--- config.mk ---
export PLATFORM = sky130hd
export DESIGN_NAME = processorci_top
export DESIGN_NICKNAME = d
export VERILOG_FILES = /design/src/rvci_pkg.sv /design/src/rvci_stage_if.sv /design/src/rvci_fetch.sv /design/src/rvci_regfile.sv /design/src/rvci_decode.sv /design/src/rvci_execute.sv /design/src/rvci_result.sv /design/src/processorci_top.sv
export SDC_FILE = /design/constraint.sdc
export NUM_CORES = 2
export LEC_CHECK = 0
export BUFFER_PORTS_ARGS = -buffer_cell sky130_fd_sc_hd__buf_4
export CORE_MARGIN = 4
export CORE_UTILIZATION = 69
export DETAILED_ROUTE_END_ITERATION = 8
export PLACE_DENSITY = 0.87
export SLEW_MARGIN = 20
export SYNTH_ARGS = -nofsm -noshare
export SYNTH_HDL_FRONTEND = slang
export SYNTH_HIERARCHICAL = 1
export SYNTH_SLANG_ARGS = --single-unit
--- constraint.sdc ---
create_clock -name sys_clk -period 7.4 [get_ports sys_clk]
set_input_delay 0 -clock sys_clk [delete_from_list [all_inputs] [get_ports sys_clk]]
set_output_delay 0 -clock sys_clk [all_outputs]
set_load 0.05 [all_outputs]
--- src/rvci_pkg.sv ---
`default_nettype none

package rvci_pkg;

    typedef logic [31:0] word_t;     // Data or address word
    typedef logic [4:0]  reg_idx_t;  // Register index
    typedef logic [3:0]  wstrb_t;    // Byte lane strobe

    // Reset fetch address and instruction size
    localparam word_t RESET_BOOT_ADDR = 32'h0000_1000;
    localparam word_t INSTR_BYTES     = 32'd4;

    typedef enum logic [6:0] {
        OPC_LUI    = 7'b0110111,
        OPC_AUIPC  = 7'b0010111,
        OPC_JAL    = 7'b1101111,
        OPC_JALR   = 7'b1100111,
        OPC_BRANCH = 7'b1100011,
        OPC_LOAD   = 7'b0000011,
        OPC_STORE  = 7'b0100011,
        OPC_OP_IMM = 7'b0010011,
        OPC_OP     = 7'b0110011
    } opcode_e;

    typedef enum logic [3:0] {
        ALU_ADD,
        ALU_SUB,
        ALU_SLL,
        ALU_SLT,
        ALU_SLTU,
        ALU_XOR,
        ALU_SRL,
        ALU_SRA,
        ALU_OR,
        ALU_AND
    } alu_op_e;

    typedef enum logic [3:0] {
        KIND_ALU,
        KIND_LOAD,
        KIND_STORE,
        KIND_BRANCH,
        KIND_JAL,
        KIND_JALR,
        KIND_LUI,
        KIND_AUIPC,
        KIND_NOP
    } op_kind_e;

    typedef enum logic [2:0] {
        ST_IDLE,
        ST_FETCH,
        ST_DECODE,
        ST_EXECUTE,
        ST_RESULT
    } fetch_state_e;

endpackage

`default_nettype wire

--- src/rvci_stage_if.sv ---
`timescale 1ns/1ps
`default_nettype none

// Decoded operation, decode to execute
interface rvci_dec_if import rvci_pkg::*; ();
    logic        valid;   // One cycle strobe
    op_kind_e    kind;
    alu_op_e     alu_op;
    word_t       rs1_val;
    word_t       rs2_val;
    word_t       imm;
    reg_idx_t    rd;
    word_t       pc;
    logic [2:0]  funct3;  // Branch condition or access width

    modport source (output valid, kind, alu_op, rs1_val, rs2_val, imm, rd, pc, funct3);
    modport sink   (input  valid, kind, alu_op, rs1_val, rs2_val, imm, rd, pc, funct3);
endinterface

// Executed result, execute to result stage
interface rvci_exe_if import rvci_pkg::*; ();
    logic        valid;
    op_kind_e    kind;
    logic [2:0]  funct3;
    word_t       value;       // ALU result or link address
    word_t       addr;
    word_t       store_data;
    reg_idx_t    rd;
    word_t       next_pc;

    modport source (output valid, kind, funct3, value, addr, store_data, rd, next_pc);
    modport sink   (input  valid, kind, funct3, value, addr, store_data, rd, next_pc);
endinterface

`default_nettype wire

--- src/rvci_fetch.sv ---
`timescale 1ns/1ps
`default_nettype none

module rvci_fetch import rvci_pkg::*; #(
    parameter word_t BOOT_ADDR = RESET_BOOT_ADDR
) (
    input  logic  sys_clk,
    input  logic  rst_n_i,

    output logic  ibus_cyc_o,
    output logic  ibus_stb_o,
    output word_t ibus_addr_o,
    input  word_t ibus_data_i,
    input  logic  ibus_ack_i,

    output word_t instr_o,
    output logic  instr_valid_o,

    input  logic  retire_i,
    input  word_t next_pc_i
);

    fetch_state_e state;
    word_t        pc;

    // Bus request is simply the fetch state
    assign ibus_cyc_o  = (state == ST_FETCH);
    assign ibus_stb_o  = (state == ST_FETCH);
    assign ibus_addr_o = pc;

    always_ff @(posedge sys_clk or negedge rst_n_i) begin
        if (!rst_n_i) begin
            state         <= ST_IDLE;
            pc            <= BOOT_ADDR;
            instr_valid_o <= 1'b0;
        end else begin
            instr_valid_o <= 1'b0;
            case (state)
                ST_IDLE:    state <= ST_FETCH;
                ST_FETCH: begin
                    if (ibus_ack_i) begin
                        instr_valid_o <= 1'b1;  // Decode sees it next cycle
                        state         <= ST_DECODE;
                    end
                end
                ST_DECODE:  state <= ST_EXECUTE;
                ST_EXECUTE: state <= ST_RESULT;
                ST_RESULT: begin
                    // Wait here for loads and stores to finish
                    if (retire_i) begin
                        pc    <= next_pc_i;
                        state <= ST_FETCH;
                    end
                end
                default:    state <= ST_IDLE;
            endcase
        end
    end

    always_ff @(posedge sys_clk) begin
        if (ibus_cyc_o && ibus_ack_i) begin
            instr_o <= ibus_data_i;
        end
    end

    a_ibus_addr_stable: assert property (@(posedge sys_clk) disable iff (!rst_n_i)
        (ibus_stb_o && !ibus_ack_i) |=> $stable(ibus_addr_o));

endmodule

`default_nettype wire

--- src/rvci_regfile.sv ---
`timescale 1ns/1ps
`default_nettype none

module rvci_regfile import rvci_pkg::*; (
    input  logic     sys_clk,
    input  logic     rst_n_i,

    input  reg_idx_t rd_idx_a_i,
    input  reg_idx_t rd_idx_b_i,
    output word_t    rd_val_a_o,
    output word_t    rd_val_b_o,

    input  logic     wr_en_i,
    input  reg_idx_t wr_idx_i,
    input  word_t    wr_data_i
);

    word_t regs [31:1];  // No storage for x0

    assign rd_val_a_o = (rd_idx_a_i == '0) ? '0 : regs[rd_idx_a_i];
    assign rd_val_b_o = (rd_idx_b_i == '0) ? '0 : regs[rd_idx_b_i];

    always_ff @(posedge sys_clk or negedge rst_n_i) begin
        if (!rst_n_i) begin
            for (int i = 1; i < 32; i++) begin
                regs[i] <= '0;
            end
        end else if (wr_en_i && (wr_idx_i != '0)) begin
            regs[wr_idx_i] <= wr_data_i;
        end
    end

endmodule

`default_nettype wire

--- src/rvci_decode.sv ---
`timescale 1ns/1ps
`default_nettype none

module rvci_decode import rvci_pkg::*; (
    input  logic     sys_clk,
    input  logic     rst_n_i,

    input  word_t    instr_i,
    input  logic     instr_valid_i,
    input  word_t    pc_i,

    output reg_idx_t rf_idx_a_o,
    output reg_idx_t rf_idx_b_o,
    input  word_t    rf_val_a_i,
    input  word_t    rf_val_b_i,

    rvci_dec_if.source dec
);

    opcode_e    opcode;
    logic [2:0] funct3;
    logic       alt;       // funct7 bit 5, picks SUB and SRA
    op_kind_e   kind;
    alu_op_e    alu_op;
    word_t      imm;

    assign opcode     = opcode_e'(instr_i[6:0]);
    assign funct3     = instr_i[14:12];
    assign alt        = instr_i[30];
    assign rf_idx_a_o = instr_i[19:15];
    assign rf_idx_b_o = instr_i[24:20];

    always_comb begin
        kind = KIND_NOP;
        imm  = '0;
        case (opcode)
            OPC_LUI:    begin kind = KIND_LUI;    imm = {instr_i[31:12], 12'b0}; end
            OPC_AUIPC:  begin kind = KIND_AUIPC;  imm = {instr_i[31:12], 12'b0}; end
            OPC_JAL: begin
                kind = KIND_JAL;
                imm  = {{11{instr_i[31]}}, instr_i[31], instr_i[19:12], instr_i[20],
                        instr_i[30:21], 1'b0};
            end
            OPC_JALR:   begin kind = KIND_JALR;   imm = {{20{instr_i[31]}}, instr_i[31:20]}; end
            OPC_BRANCH: begin
                kind = KIND_BRANCH;
                imm  = {{19{instr_i[31]}}, instr_i[31], instr_i[7], instr_i[30:25],
                        instr_i[11:8], 1'b0};
            end
            OPC_LOAD:   begin kind = KIND_LOAD;   imm = {{20{instr_i[31]}}, instr_i[31:20]}; end
            OPC_STORE: begin
                kind = KIND_STORE;
                imm  = {{20{instr_i[31]}}, instr_i[31:25], instr_i[11:7]};
            end
            OPC_OP_IMM: begin kind = KIND_ALU;    imm = {{20{instr_i[31]}}, instr_i[31:20]}; end
            OPC_OP:     begin kind = KIND_ALU;    imm = rf_val_b_i; end  // Operand b rides in imm
            default:    kind = KIND_NOP;  // FENCE, SYSTEM and the rest
        endcase
    end

    always_comb begin
        case (funct3)
            3'b000:  alu_op = (opcode == OPC_OP && alt) ? ALU_SUB : ALU_ADD;
            3'b001:  alu_op = ALU_SLL;
            3'b010:  alu_op = ALU_SLT;
            3'b011:  alu_op = ALU_SLTU;
            3'b100:  alu_op = ALU_XOR;
            3'b101:  alu_op = alt ? ALU_SRA : ALU_SRL;
            3'b110:  alu_op = ALU_OR;
            default: alu_op = ALU_AND;
        endcase
        if (kind != KIND_ALU) begin
            alu_op = ALU_ADD;
        end
    end

    always_ff @(posedge sys_clk or negedge rst_n_i) begin
        if (!rst_n_i) begin
            dec.valid <= 1'b0;
        end else begin
            dec.valid <= instr_valid_i;
        end
    end

    always_ff @(posedge sys_clk) begin
        if (instr_valid_i) begin
            dec.kind    <= kind;
            dec.alu_op  <= alu_op;
            dec.rs1_val <= rf_val_a_i;
            dec.rs2_val <= rf_val_b_i;
            dec.imm     <= imm;
            dec.rd      <= instr_i[11:7];
            dec.pc      <= pc_i;
            dec.funct3  <= funct3;
        end
    end

endmodule

`default_nettype wire

--- src/rvci_execute.sv ---
`timescale 1ns/1ps
`default_nettype none

module rvci_execute import rvci_pkg::*; (
    input  logic sys_clk,
    input  logic rst_n_i,

    rvci_dec_if.sink   dec,
    rvci_exe_if.source exe
);

    word_t alu_res;
    word_t seq_pc;
    word_t target;    // pc relative branch or jump target
    word_t rs1_sum;   // rs1 plus imm, for JALR and memory
    logic  taken;
    word_t next_pc;
    word_t value;

    assign seq_pc  = dec.pc + INSTR_BYTES;
    assign target  = dec.pc + dec.imm;
    assign rs1_sum = dec.rs1_val + dec.imm;

    always_comb begin
        case (dec.alu_op)
            ALU_SUB:  alu_res = dec.rs1_val - dec.imm;
            ALU_SLL:  alu_res = dec.rs1_val << dec.imm[4:0];
            ALU_SLT:  alu_res = {31'b0, $signed(dec.rs1_val) < $signed(dec.imm)};
            ALU_SLTU: alu_res = {31'b0, dec.rs1_val < dec.imm};
            ALU_XOR:  alu_res = dec.rs1_val ^ dec.imm;
            ALU_SRL:  alu_res = dec.rs1_val >> dec.imm[4:0];
            ALU_SRA:  alu_res = $signed(dec.rs1_val) >>> dec.imm[4:0];
            ALU_OR:   alu_res = dec.rs1_val | dec.imm;
            ALU_AND:  alu_res = dec.rs1_val & dec.imm;
            default:  alu_res = dec.rs1_val + dec.imm;
        endcase
    end

    // Branch condition from funct3
    always_comb begin
        case (dec.funct3)
            3'b000:  taken = (dec.rs1_val == dec.rs2_val);
            3'b001:  taken = (dec.rs1_val != dec.rs2_val);
            3'b100:  taken = ($signed(dec.rs1_val) < $signed(dec.rs2_val));
            3'b101:  taken = ($signed(dec.rs1_val) >= $signed(dec.rs2_val));
            3'b110:  taken = (dec.rs1_val < dec.rs2_val);
            3'b111:  taken = (dec.rs1_val >= dec.rs2_val);
            default: taken = 1'b0;
        endcase
    end

    always_comb begin
        next_pc = seq_pc;
        value   = alu_res;
        case (dec.kind)
            KIND_BRANCH: next_pc = taken ? target : seq_pc;
            KIND_JAL:    begin next_pc = target;                 value = seq_pc; end
            KIND_JALR:   begin next_pc = {rs1_sum[31:1], 1'b0};  value = seq_pc; end
            KIND_LUI:    value = dec.imm;
            KIND_AUIPC:  value = target;
            default:     ;
        endcase
    end

    always_ff @(posedge sys_clk or negedge rst_n_i) begin
        if (!rst_n_i) begin
            exe.valid <= 1'b0;
        end else begin
            exe.valid <= dec.valid;
        end
    end

    always_ff @(posedge sys_clk) begin
        if (dec.valid) begin
            exe.kind       <= dec.kind;
            exe.funct3     <= dec.funct3;
            exe.value      <= value;
            exe.addr       <= rs1_sum;
            exe.store_data <= dec.rs2_val;
            exe.rd         <= dec.rd;
            exe.next_pc    <= next_pc;
        end
    end

    a_next_pc_aligned: assert property (@(posedge sys_clk) disable iff (!rst_n_i)
        exe.valid |-> (exe.next_pc[1:0] == 2'b00));

endmodule

`default_nettype wire

--- src/rvci_result.sv ---
`timescale 1ns/1ps
`default_nettype none

module rvci_result import rvci_pkg::*; (
    input  logic     sys_clk,
    input  logic     rst_n_i,

    rvci_exe_if.sink exe,

    output logic     dbus_cyc_o,
    output logic     dbus_stb_o,
    output logic     dbus_we_o,
    output wstrb_t   dbus_wstrb_o,
    output word_t    dbus_addr_o,
    output word_t    dbus_data_o,
    input  word_t    dbus_data_i,
    input  logic     dbus_ack_i,

    output logic     rf_wr_en_o,
    output reg_idx_t rf_wr_idx_o,
    output word_t    rf_wr_data_o,

    output logic     retire_o,
    output word_t    next_pc_o
);

    logic       is_mem;
    logic       writes_rd;
    wstrb_t     st_wstrb;
    reg_idx_t   r_rd;
    logic [2:0] r_funct3;
    logic [1:0] r_byte_off;
    word_t      ld_shift;
    word_t      ld_data;

    assign is_mem    = (exe.kind == KIND_LOAD) || (exe.kind == KIND_STORE);
    assign writes_rd = !((exe.kind == KIND_STORE) || (exe.kind == KIND_BRANCH) ||
                         (exe.kind == KIND_NOP));
    assign rf_wr_idx_o = r_rd;

    always_comb begin
        case (exe.funct3[1:0])
            2'b00:   st_wstrb = 4'b0001 << exe.addr[1:0];
            2'b01:   st_wstrb = 4'b0011 << {exe.addr[1], 1'b0};
            default: st_wstrb = 4'b1111;
        endcase
    end

    // Pick the addressed bytes and extend
    assign ld_shift = dbus_data_i >> {r_byte_off, 3'b000};
    always_comb begin
        case (r_funct3)
            3'b000:  ld_data = {{24{ld_shift[7]}}, ld_shift[7:0]};
            3'b001:  ld_data = {{16{ld_shift[15]}}, ld_shift[15:0]};
            3'b100:  ld_data = {24'b0, ld_shift[7:0]};
            3'b101:  ld_data = {16'b0, ld_shift[15:0]};
            default: ld_data = dbus_data_i;  // LW
        endcase
    end

    always_ff @(posedge sys_clk or negedge rst_n_i) begin
        if (!rst_n_i) begin
            dbus_cyc_o <= 1'b0;
            dbus_stb_o <= 1'b0;
            dbus_we_o  <= 1'b0;
            rf_wr_en_o <= 1'b0;
            retire_o   <= 1'b0;
        end else begin
            rf_wr_en_o <= 1'b0;
            retire_o   <= 1'b0;
            if (dbus_cyc_o) begin
                if (dbus_ack_i) begin
                    dbus_cyc_o <= 1'b0;
                    dbus_stb_o <= 1'b0;
                    dbus_we_o  <= 1'b0;
                    rf_wr_en_o <= !dbus_we_o;  // Only loads write back
                    retire_o   <= 1'b1;
                end
            end else if (exe.valid) begin
                if (is_mem) begin
                    dbus_cyc_o <= 1'b1;
                    dbus_stb_o <= 1'b1;
                    dbus_we_o  <= (exe.kind == KIND_STORE);
                end else begin
                    rf_wr_en_o <= writes_rd;
                    retire_o   <= 1'b1;
                end
            end
        end
    end

    always_ff @(posedge sys_clk) begin
        if (exe.valid && !dbus_cyc_o) begin
            r_rd         <= exe.rd;
            r_funct3     <= exe.funct3;
            r_byte_off   <= exe.addr[1:0];
            next_pc_o    <= exe.next_pc;
            dbus_addr_o  <= {exe.addr[31:2], 2'b00};
            dbus_wstrb_o <= st_wstrb;
            dbus_data_o  <= exe.store_data << {exe.addr[1:0], 3'b000};
            rf_wr_data_o <= exe.value;
        end else if (dbus_cyc_o && dbus_ack_i) begin
            rf_wr_data_o <= ld_data;
        end
    end

    // Open request keeps stb and its fields until acked
    a_dbus_req_held: assert property (@(posedge sys_clk) disable iff (!rst_n_i)
        (dbus_cyc_o && !dbus_ack_i) |=> (dbus_cyc_o && dbus_stb_o &&
            $stable({dbus_addr_o, dbus_we_o, dbus_wstrb_o, dbus_data_o})));

endmodule

`default_nettype wire

--- src/processorci_top.sv ---
`timescale 1ns/1ps
`default_nettype none

module processorci_top import rvci_pkg::*; #(
    parameter word_t BOOT_ADDR = RESET_BOOT_ADDR
) (
    input  logic   sys_clk,
    input  logic   rst_n_i,

    // Instruction fetch port
    output logic   core_cyc_o,
    output logic   core_stb_o,
    output logic   core_we_o,
    output wstrb_t core_wstrb_o,
    output word_t  core_addr_o,
    output word_t  core_data_o,
    input  word_t  core_data_i,
    input  logic   core_ack_i,

    // Data port
    output logic   data_mem_cyc_o,
    output logic   data_mem_stb_o,
    output logic   data_mem_we_o,
    output wstrb_t data_mem_wstrb_o,
    output word_t  data_mem_addr_o,
    output word_t  data_mem_data_o,
    input  word_t  data_mem_data_i,
    input  logic   data_mem_ack_i
);

    word_t    instr;
    logic     instr_valid;
    logic     retire;
    word_t    next_pc;
    reg_idx_t rf_idx_a;
    reg_idx_t rf_idx_b;
    word_t    rf_val_a;
    word_t    rf_val_b;
    logic     rf_wr_en;
    reg_idx_t rf_wr_idx;
    word_t    rf_wr_data;

    rvci_dec_if dec_bus ();
    rvci_exe_if exe_bus ();

    assign core_we_o    = 1'b0;  // Fetch never writes
    assign core_wstrb_o = '0;
    assign core_data_o  = '0;

    rvci_fetch #(.BOOT_ADDR(BOOT_ADDR)) u_fetch (
        .sys_clk(sys_clk), .rst_n_i(rst_n_i),
        .ibus_cyc_o(core_cyc_o), .ibus_stb_o(core_stb_o), .ibus_addr_o(core_addr_o),
        .ibus_data_i(core_data_i), .ibus_ack_i(core_ack_i),
        .instr_o(instr), .instr_valid_o(instr_valid),
        .retire_i(retire), .next_pc_i(next_pc)
    );

    rvci_regfile u_regfile (
        .sys_clk(sys_clk), .rst_n_i(rst_n_i),
        .rd_idx_a_i(rf_idx_a), .rd_idx_b_i(rf_idx_b),
        .rd_val_a_o(rf_val_a), .rd_val_b_o(rf_val_b),
        .wr_en_i(rf_wr_en), .wr_idx_i(rf_wr_idx), .wr_data_i(rf_wr_data)
    );

    // The fetch address is the PC of the instruction in flight
    rvci_decode u_decode (
        .sys_clk(sys_clk), .rst_n_i(rst_n_i),
        .instr_i(instr), .instr_valid_i(instr_valid), .pc_i(core_addr_o),
        .rf_idx_a_o(rf_idx_a), .rf_idx_b_o(rf_idx_b),
        .rf_val_a_i(rf_val_a), .rf_val_b_i(rf_val_b),
        .dec(dec_bus.source)
    );

    rvci_execute u_execute (
        .sys_clk(sys_clk), .rst_n_i(rst_n_i),
        .dec(dec_bus.sink), .exe(exe_bus.source)
    );

    rvci_result u_result (
        .sys_clk(sys_clk), .rst_n_i(rst_n_i),
        .exe(exe_bus.sink),
        .dbus_cyc_o(data_mem_cyc_o), .dbus_stb_o(data_mem_stb_o), .dbus_we_o(data_mem_we_o),
        .dbus_wstrb_o(data_mem_wstrb_o), .dbus_addr_o(data_mem_addr_o),
        .dbus_data_o(data_mem_data_o), .dbus_data_i(data_mem_data_i),
        .dbus_ack_i(data_mem_ack_i),
        .rf_wr_en_o(rf_wr_en), .rf_wr_idx_o(rf_wr_idx), .rf_wr_data_o(rf_wr_data),
        .retire_o(retire), .next_pc_o(next_pc)
    );

endmodule

`default_nettype wire

==> Yosys cells after proc, flatten, opt, wreduce, memory -nomap -nowiden <==
Cells that the tools add are included.
Widths: inputs -> output; s select.
{ "op_classes": {"add_sub_neg": 4, "n_lt_le_gt_ge": 10, "eq_ne": 51, "shifts": 7, "n_mux": 46, "bitwise": 3, "reduce_logical": 31} }
{ "ops": {"columns": ["operator", "count"], "rows": [
  ["$bwmux 992", 1],
  ["$bmux 32 s5", 2],
  ["$pmux 32 s9", 1],
  ["$mux 32", 7],
  ["$pmux 32 s3", 2],
  ["$pmux 32 s6", 1],
  ["$demux 32 s5", 1],
  ["$lt 32x32->1", 4],
  ["$pmux 32 s4", 1],
  ["$add 32x32->32", 2],
  ["$ge 32x32->1", 2],
  ["$shl 32x5->32", 2],
  ["$add 32x3->32 const B", 1],
  ["$and 32x32->32", 1],
  ["$eq 32x32->1", 1],
  ["$eq 4x3->1 const B", 8],
  ["$ne 32x32->1", 1],
  ["$or 32x32->32", 1],
  ["$pmux 4 s8", 1],
  ["$shr 32x5->16", 1],
  ["$shr 32x5->32", 1],
  ["$sshr 32x5->32", 1],
  ["$sub 32x32->32", 1],
  ["$xor 32x32->32", 1],
  ["36 further kinds", 107]
]} }
{ "word_totals": {"ff_bits": 1491, "inputBits": 68, "out_inout_bits": 142} }

==> Longest topological paths before layout <==
{ "depth": {"ltp_word": 7, "ltp_mapped": 15, "depth_no_buf": 14} }

==> By module <==
Netlist, hierarchy kept.
{ "by_module_without_submodules": {"columns": ["mod", "n_inst", "cells_per_inst", "area_each_um2"], "rows": [
  ["rvci_regfile", 1, 4052, 53600.2],
  ["rvci_execute", 1, 2049, 17345.4],
  ["rvci_result", 1, 415, 5962.0],
  ["rvci_decode", 1, 263, 5203.7],
  ["rvci_fetch", 1, 119, 2497.4],
  ["processorci_top", 1, 38, 281.5]
]} }

==> Worst setup path before layout <==
No wires, ideal clock.
{ "synth_path": {"kind": "register to register", "start": "register u_result.dbus_cyc_o", "end": "register u_result.rf_wr_data_o[7], data pin", "setup_ns": 0.421, "arrival_time_ns": 4.430, "setup_slack_ns": 2.549, "path_stages_with_launch": 5, "n_path_buf": 1, "cell_sequence": "dfrtp_1 -> nand2b_1 -> inv_2 -> clkbuf_1 -> o21ai_0"} }
{ "synth_via": {"elab_chain_cells": 3} }
{ "synth_lines": {"columns": ["item", "line_no", "source"], "rows": [
  ["from (decl)", "rvci_result.sv:10", "output logic dbus_cyc_o,"],
  ["from (signal assigned)", "rvci_result.sv:63", "dbus_cyc_o <= 1'b0;"],
  ["from (signal assigned)", "rvci_result.sv:73", "dbus_cyc_o <= 1'b0;"],
  ["from (signal assigned)", "rvci_result.sv:81", "dbus_cyc_o <= 1'b1;"],
  ["$logic_not 1->1", "rvci_result.sv:93", "if (exe.valid && !dbus_cyc_o) begin"],
  ["$logic_and 1x1->1", "rvci_result.sv:93", null],
  ["$mux 32", "rvci_result.sv:93", null],
  ["to (signal assigned)", "rvci_result.sv:101", "rf_wr_data_o <= exe.value;"],
  ["to (signal assigned)", "rvci_result.sv:103", "rf_wr_data_o <= ld_data;"],
  ["to (decl)", "rvci_result.sv:21", "output word_t rf_wr_data_o,"]
]} }
No other way between the ends.
A chain may end at the register's enable or synchronous reset.

==> Worst setup path in the final report <==
{ "layout_path": {"start": "register u_decode.dec.imm[1]", "end": "register u_execute.exe.value[27], data pin"} }
{ "layout_via": {"elab_chain_cells": 3} }
{ "layout_lines": {"columns": ["item", "line_no", "source"], "rows": [
  ["from (decl)", "rvci_stage_if.sv:16", "modport source (output valid, kind, alu_op, rs1_val, rs2_val, imm, rd, pc, funct3);"],
  ["$add 32x32->32, or another cell as far along", "rvci_execute.sv:35", "default: alu_res = dec.rs1_val + dec.imm;"],
  ["$pmux 32 s9", "rvci_execute.sv:25", "case (dec.alu_op)"],
  ["$pmux 32 s3 *", "rvci_execute.sv:55", "case (dec.kind)"],
  ["net u_execute.value[27]", "rvci_execute.sv:18", "word_t value;"],
  ["to (decl)", "rvci_stage_if.sv:31", "modport source (output valid, kind, funct3, value, addr, store_data, rd, next_pc);"]
]} }
The timed path passes the listed nets; every way through them passes the cells marked *.

==> results.txt <==
Clk_skew - 49.4 ps
Distinct cells, synth - 112
TritonRoute pass-1 iters - 9
WL final - 307 mm
Least-Margin Pin Slew - 1550 ps
CP Cell Sequence - buf_4 -> inv_1 -> ha_1 -> nor3_1 -> o311ai_1 -> a31oi_1 -> o21ai_1 -> nand2_1 -> a31oi_1 -> xnor2_1 -> a2111oi_0 -> nor4_1
DRC viols - 1
Met1 Use GR - 0.549
Simple-Gate Fraction of Synth Area - 0.0605
Layout cells sized above 1 - 0.280
Crit end category - flop
Fin crit period - 4820 ps
Final hold viol count - 0
Area occupied by multi-input gates - 41700 sq um
Syn_area_per_cell - 12.2 sq um
Vias per inst - 7.67
R2R Path Start - u_decode/dec.imm[1]
Vias - 66331
Clock latency on the worst-skew pair - 840 ps
Ys async rst share - 0.694
Sink Count - 1491
Critical Path Fanout Max - 42
CTS clk-pin slew, worst paths - 60 ps
Met3 usage - 0.178
Register bit total from synthesis - 1491
Top cells by area, synth - dfrtp_1, edfxtp_1, mux2_2, mux2i_1, mux4_2
Met2 usage in global routing - 0.695
Worst hold stages - 5
Final Cycle Share - 0.652
Yosys warning count - 6
Xor/xnor cell area share of the yosys netlist - 0.0112
Most frequent cells in the layout - mux2_2, dfrtp_1, mux2i_1
Cell leakage power - 0.0404 uW
Synth Area in Compound Gates - 0.106
Max transition margin - -0.0382
Clock buffer depth - 3
Max reg flops - 992
Fmax - 207 MHz
RSZ-0062 raised after global routing - false
HPWL Detailed - 194 mm
Ys flop type - dfrtp_1
Total track usage - 0.471
Critical Path Start - u_decode/dec.imm[1]
Core Box Area - 122000 sq um
Post-synth EDFFs - 456
Slowest library cell on the worst path - a2111oi_0
Most common cell after layout, fill and taps aside - mux2_2
Largest net degree at the start of global routing - 179
Max cap viols - 1
Overall Power - 39000 uW
HP Class - input pin to flop
Total gr overflow - 0
Port Buffer Count - 170
1st-iter DRT viols - 10526
Register area - 39600 sq um
Initial antenna violation count - 30
Worst hold start - data_mem_data_i[7]
Reg2reg path depth - 12
Die width - 359 um
CP max stage delay - 700 ps
Share of the synthesized area in the top cell type - 0.305
Synth Cell Area - 84900 sq um
Crit path launch type - flop
GP Congestion - 1.04
Routed len/inst - 35.6 um
Initial core utilization - 0.696
Setup CP Type - flop to flop
Reg with most FFs - u_regfile/regs
Cells after Synth - 6936
TritonCTS clock tree - done
DIE AREA - 129000 sq um
Gr busiest metal - met2
Status - complete, but fails checks
Peak VDD IR - 0.000343 V
CTS buffer count - 154
Max Slew Vio Count - 3
Core Rows - 128
Seq/Total Area, Yosys - 0.466
Final #Nets - 7120
FILL cells - 7443
Clk root buf - clkbuf_16
Die height - 359 um
Mux cell area share after synthesis - 0.283
Synth area leader - dfrtp_1
Critical Path RT - 7950 ps
Crit path DAT - 5370 ps
Violated checks - DRC, capacitance limit, slew limit
Synth-to-Final Area Change - 8.97%
Power per Cell Area - 422 nW/um^2
H-tree depth - 4
Crit path top cell by count - a31oi_1
Ports - 210
Post-CTS Resized - 0
First-pass GRT wire length - 442 mm
Final setup viols - 0
Final ANT Viol Nets - 0
Largest family of logic cells by synthesized area - multiplexers
Post-CTS Setup Inserts - 0
Final TNS setup - 0 ps
Vias in the first global route - 65906
Synth Area in Adders - 0.0244
path summary, 6_finish.rpt:
| path | end | slack (ps) |
|---|---|---|
| max reg2reg | u_execute/exe.value[27] | 2580 |
| min reg2reg | u_result/next_pc_o[22] | 420 |
| min in group asynchronous | u_regfile/regs[256] | 480 |
| min | u_result/rf_wr_data_o[19] | 60 |
| max | u_execute/exe.value[27] | 2580 |
| max in group asynchronous | u_regfile/regs[424] | 5410 |
per-stage QoR:
| step | setup WS (ps) | util | hold WS (ps) | cells | cell area [sq um] |
|---|---|---|---|---|---|
| 6_report | 2580 | 0.758 | 60.5 | 8648 | 92500 |
| 5_1_grt | 2490 | 0.758 | 51.9 | 8633 | 92500 |
| 4_1_cts | 2800 | 0.757 | 29.8 | 8630 | 92400 |
| 3_5_place_dp | 2840 | 0.708 | 59.9 | 8263 | 86300 |
| 3_3_place_gp | 2790 | 0.708 | 63.7 | 8263 | 86300 |
| 2_1_floorplan | 2550 | - | -296 | 6973 | 85000 |
routing by layer:
metal  wire length [um]  up-vias
met2             133000     5773
met4              31700       16
met3              43600     1881
li1                   -    26097
met1              99100    32564
met5                113        -
worst max-delay path: cells and delay by family (launching register included):
kind / cells / cell delay [ps]
flip-flops: 1 / 330
AND/OR/NAND/NOR: 3 / 390
buffers and inverters: 2 / 970
adder cells (fa/ha/maj): 1 / 520
XOR/XNOR: 1 / 110
AO/OA/AOI/OAI: 5 / 2230
layout make-up:
| class | count | area share |
|---|---|---|
| Clock inverter | 57 | 0.00655 |
| Multi-Input combinational cell | 4673 | 0.450 |
| Timing Repair Buffer | 406 | 0.0375 |
| Sequential cell | 1491 | 0.428 |
| Clock buffer | 219 | 0.0484 |
| Tap cell | 1625 | 0.0220 |
| Antenna cell | 15 | 0.000406 |
| Inverter | 162 | 0.00663 |
power breakdown:
part	internal [uW]	switching (uW)
clock network	4480	3420
registers	12100	3530
logic	6450	9040
total	23000	16000
timing repair:
action,CTS,global route
setup endpoints to repair,0,0
hold buffers,91,0
endpoints found under the hold margin,441,0
cells in the mapped netlist (11+ instances only):
cell and instances:
nand2_1 213, nor2b_1 66, and3_1 25, xor2_1 26, mux2_2 1061, and2_1 21, nor2_1 282, mux4_2 182
ha_1 161, mux2_1 11, edfxtp_1 456, a211oi_1 60, o211ai_1 44, or3_1 14, nand2b_1 31, a21o_1 30
o22ai_1 297, a21oi_1 218, nand3_1 50, dfrtp_1 1034, o221ai_1 25, buf_6 36, buf_1 25, a221o_1 105
a22oi_1 76, buf_2 170, xnor2_1 83, nor4_1 27, o21ai_1 16, inv_1 158, mux2i_1 732, o31ai_1 16
nor3_1 207, a221oi_1 27, a31oi_1 54, nand4_1 11, a22o_1 43, mux2_4 32, buf_4 122, o21bai_1 17
o21ai_0 180, nor4_2 21, nand3b_1 14, clkbuf_1 283
kinds of logic after synthesis:
kind of cell	count (synthesis)
mux	2019
xor+xnor	109
flops	1491
buf+inv	809
compound gates	1310
fa+ha+maj	164
simple gates	1032
other cells	2
Power figures use the tool's default switching activity.
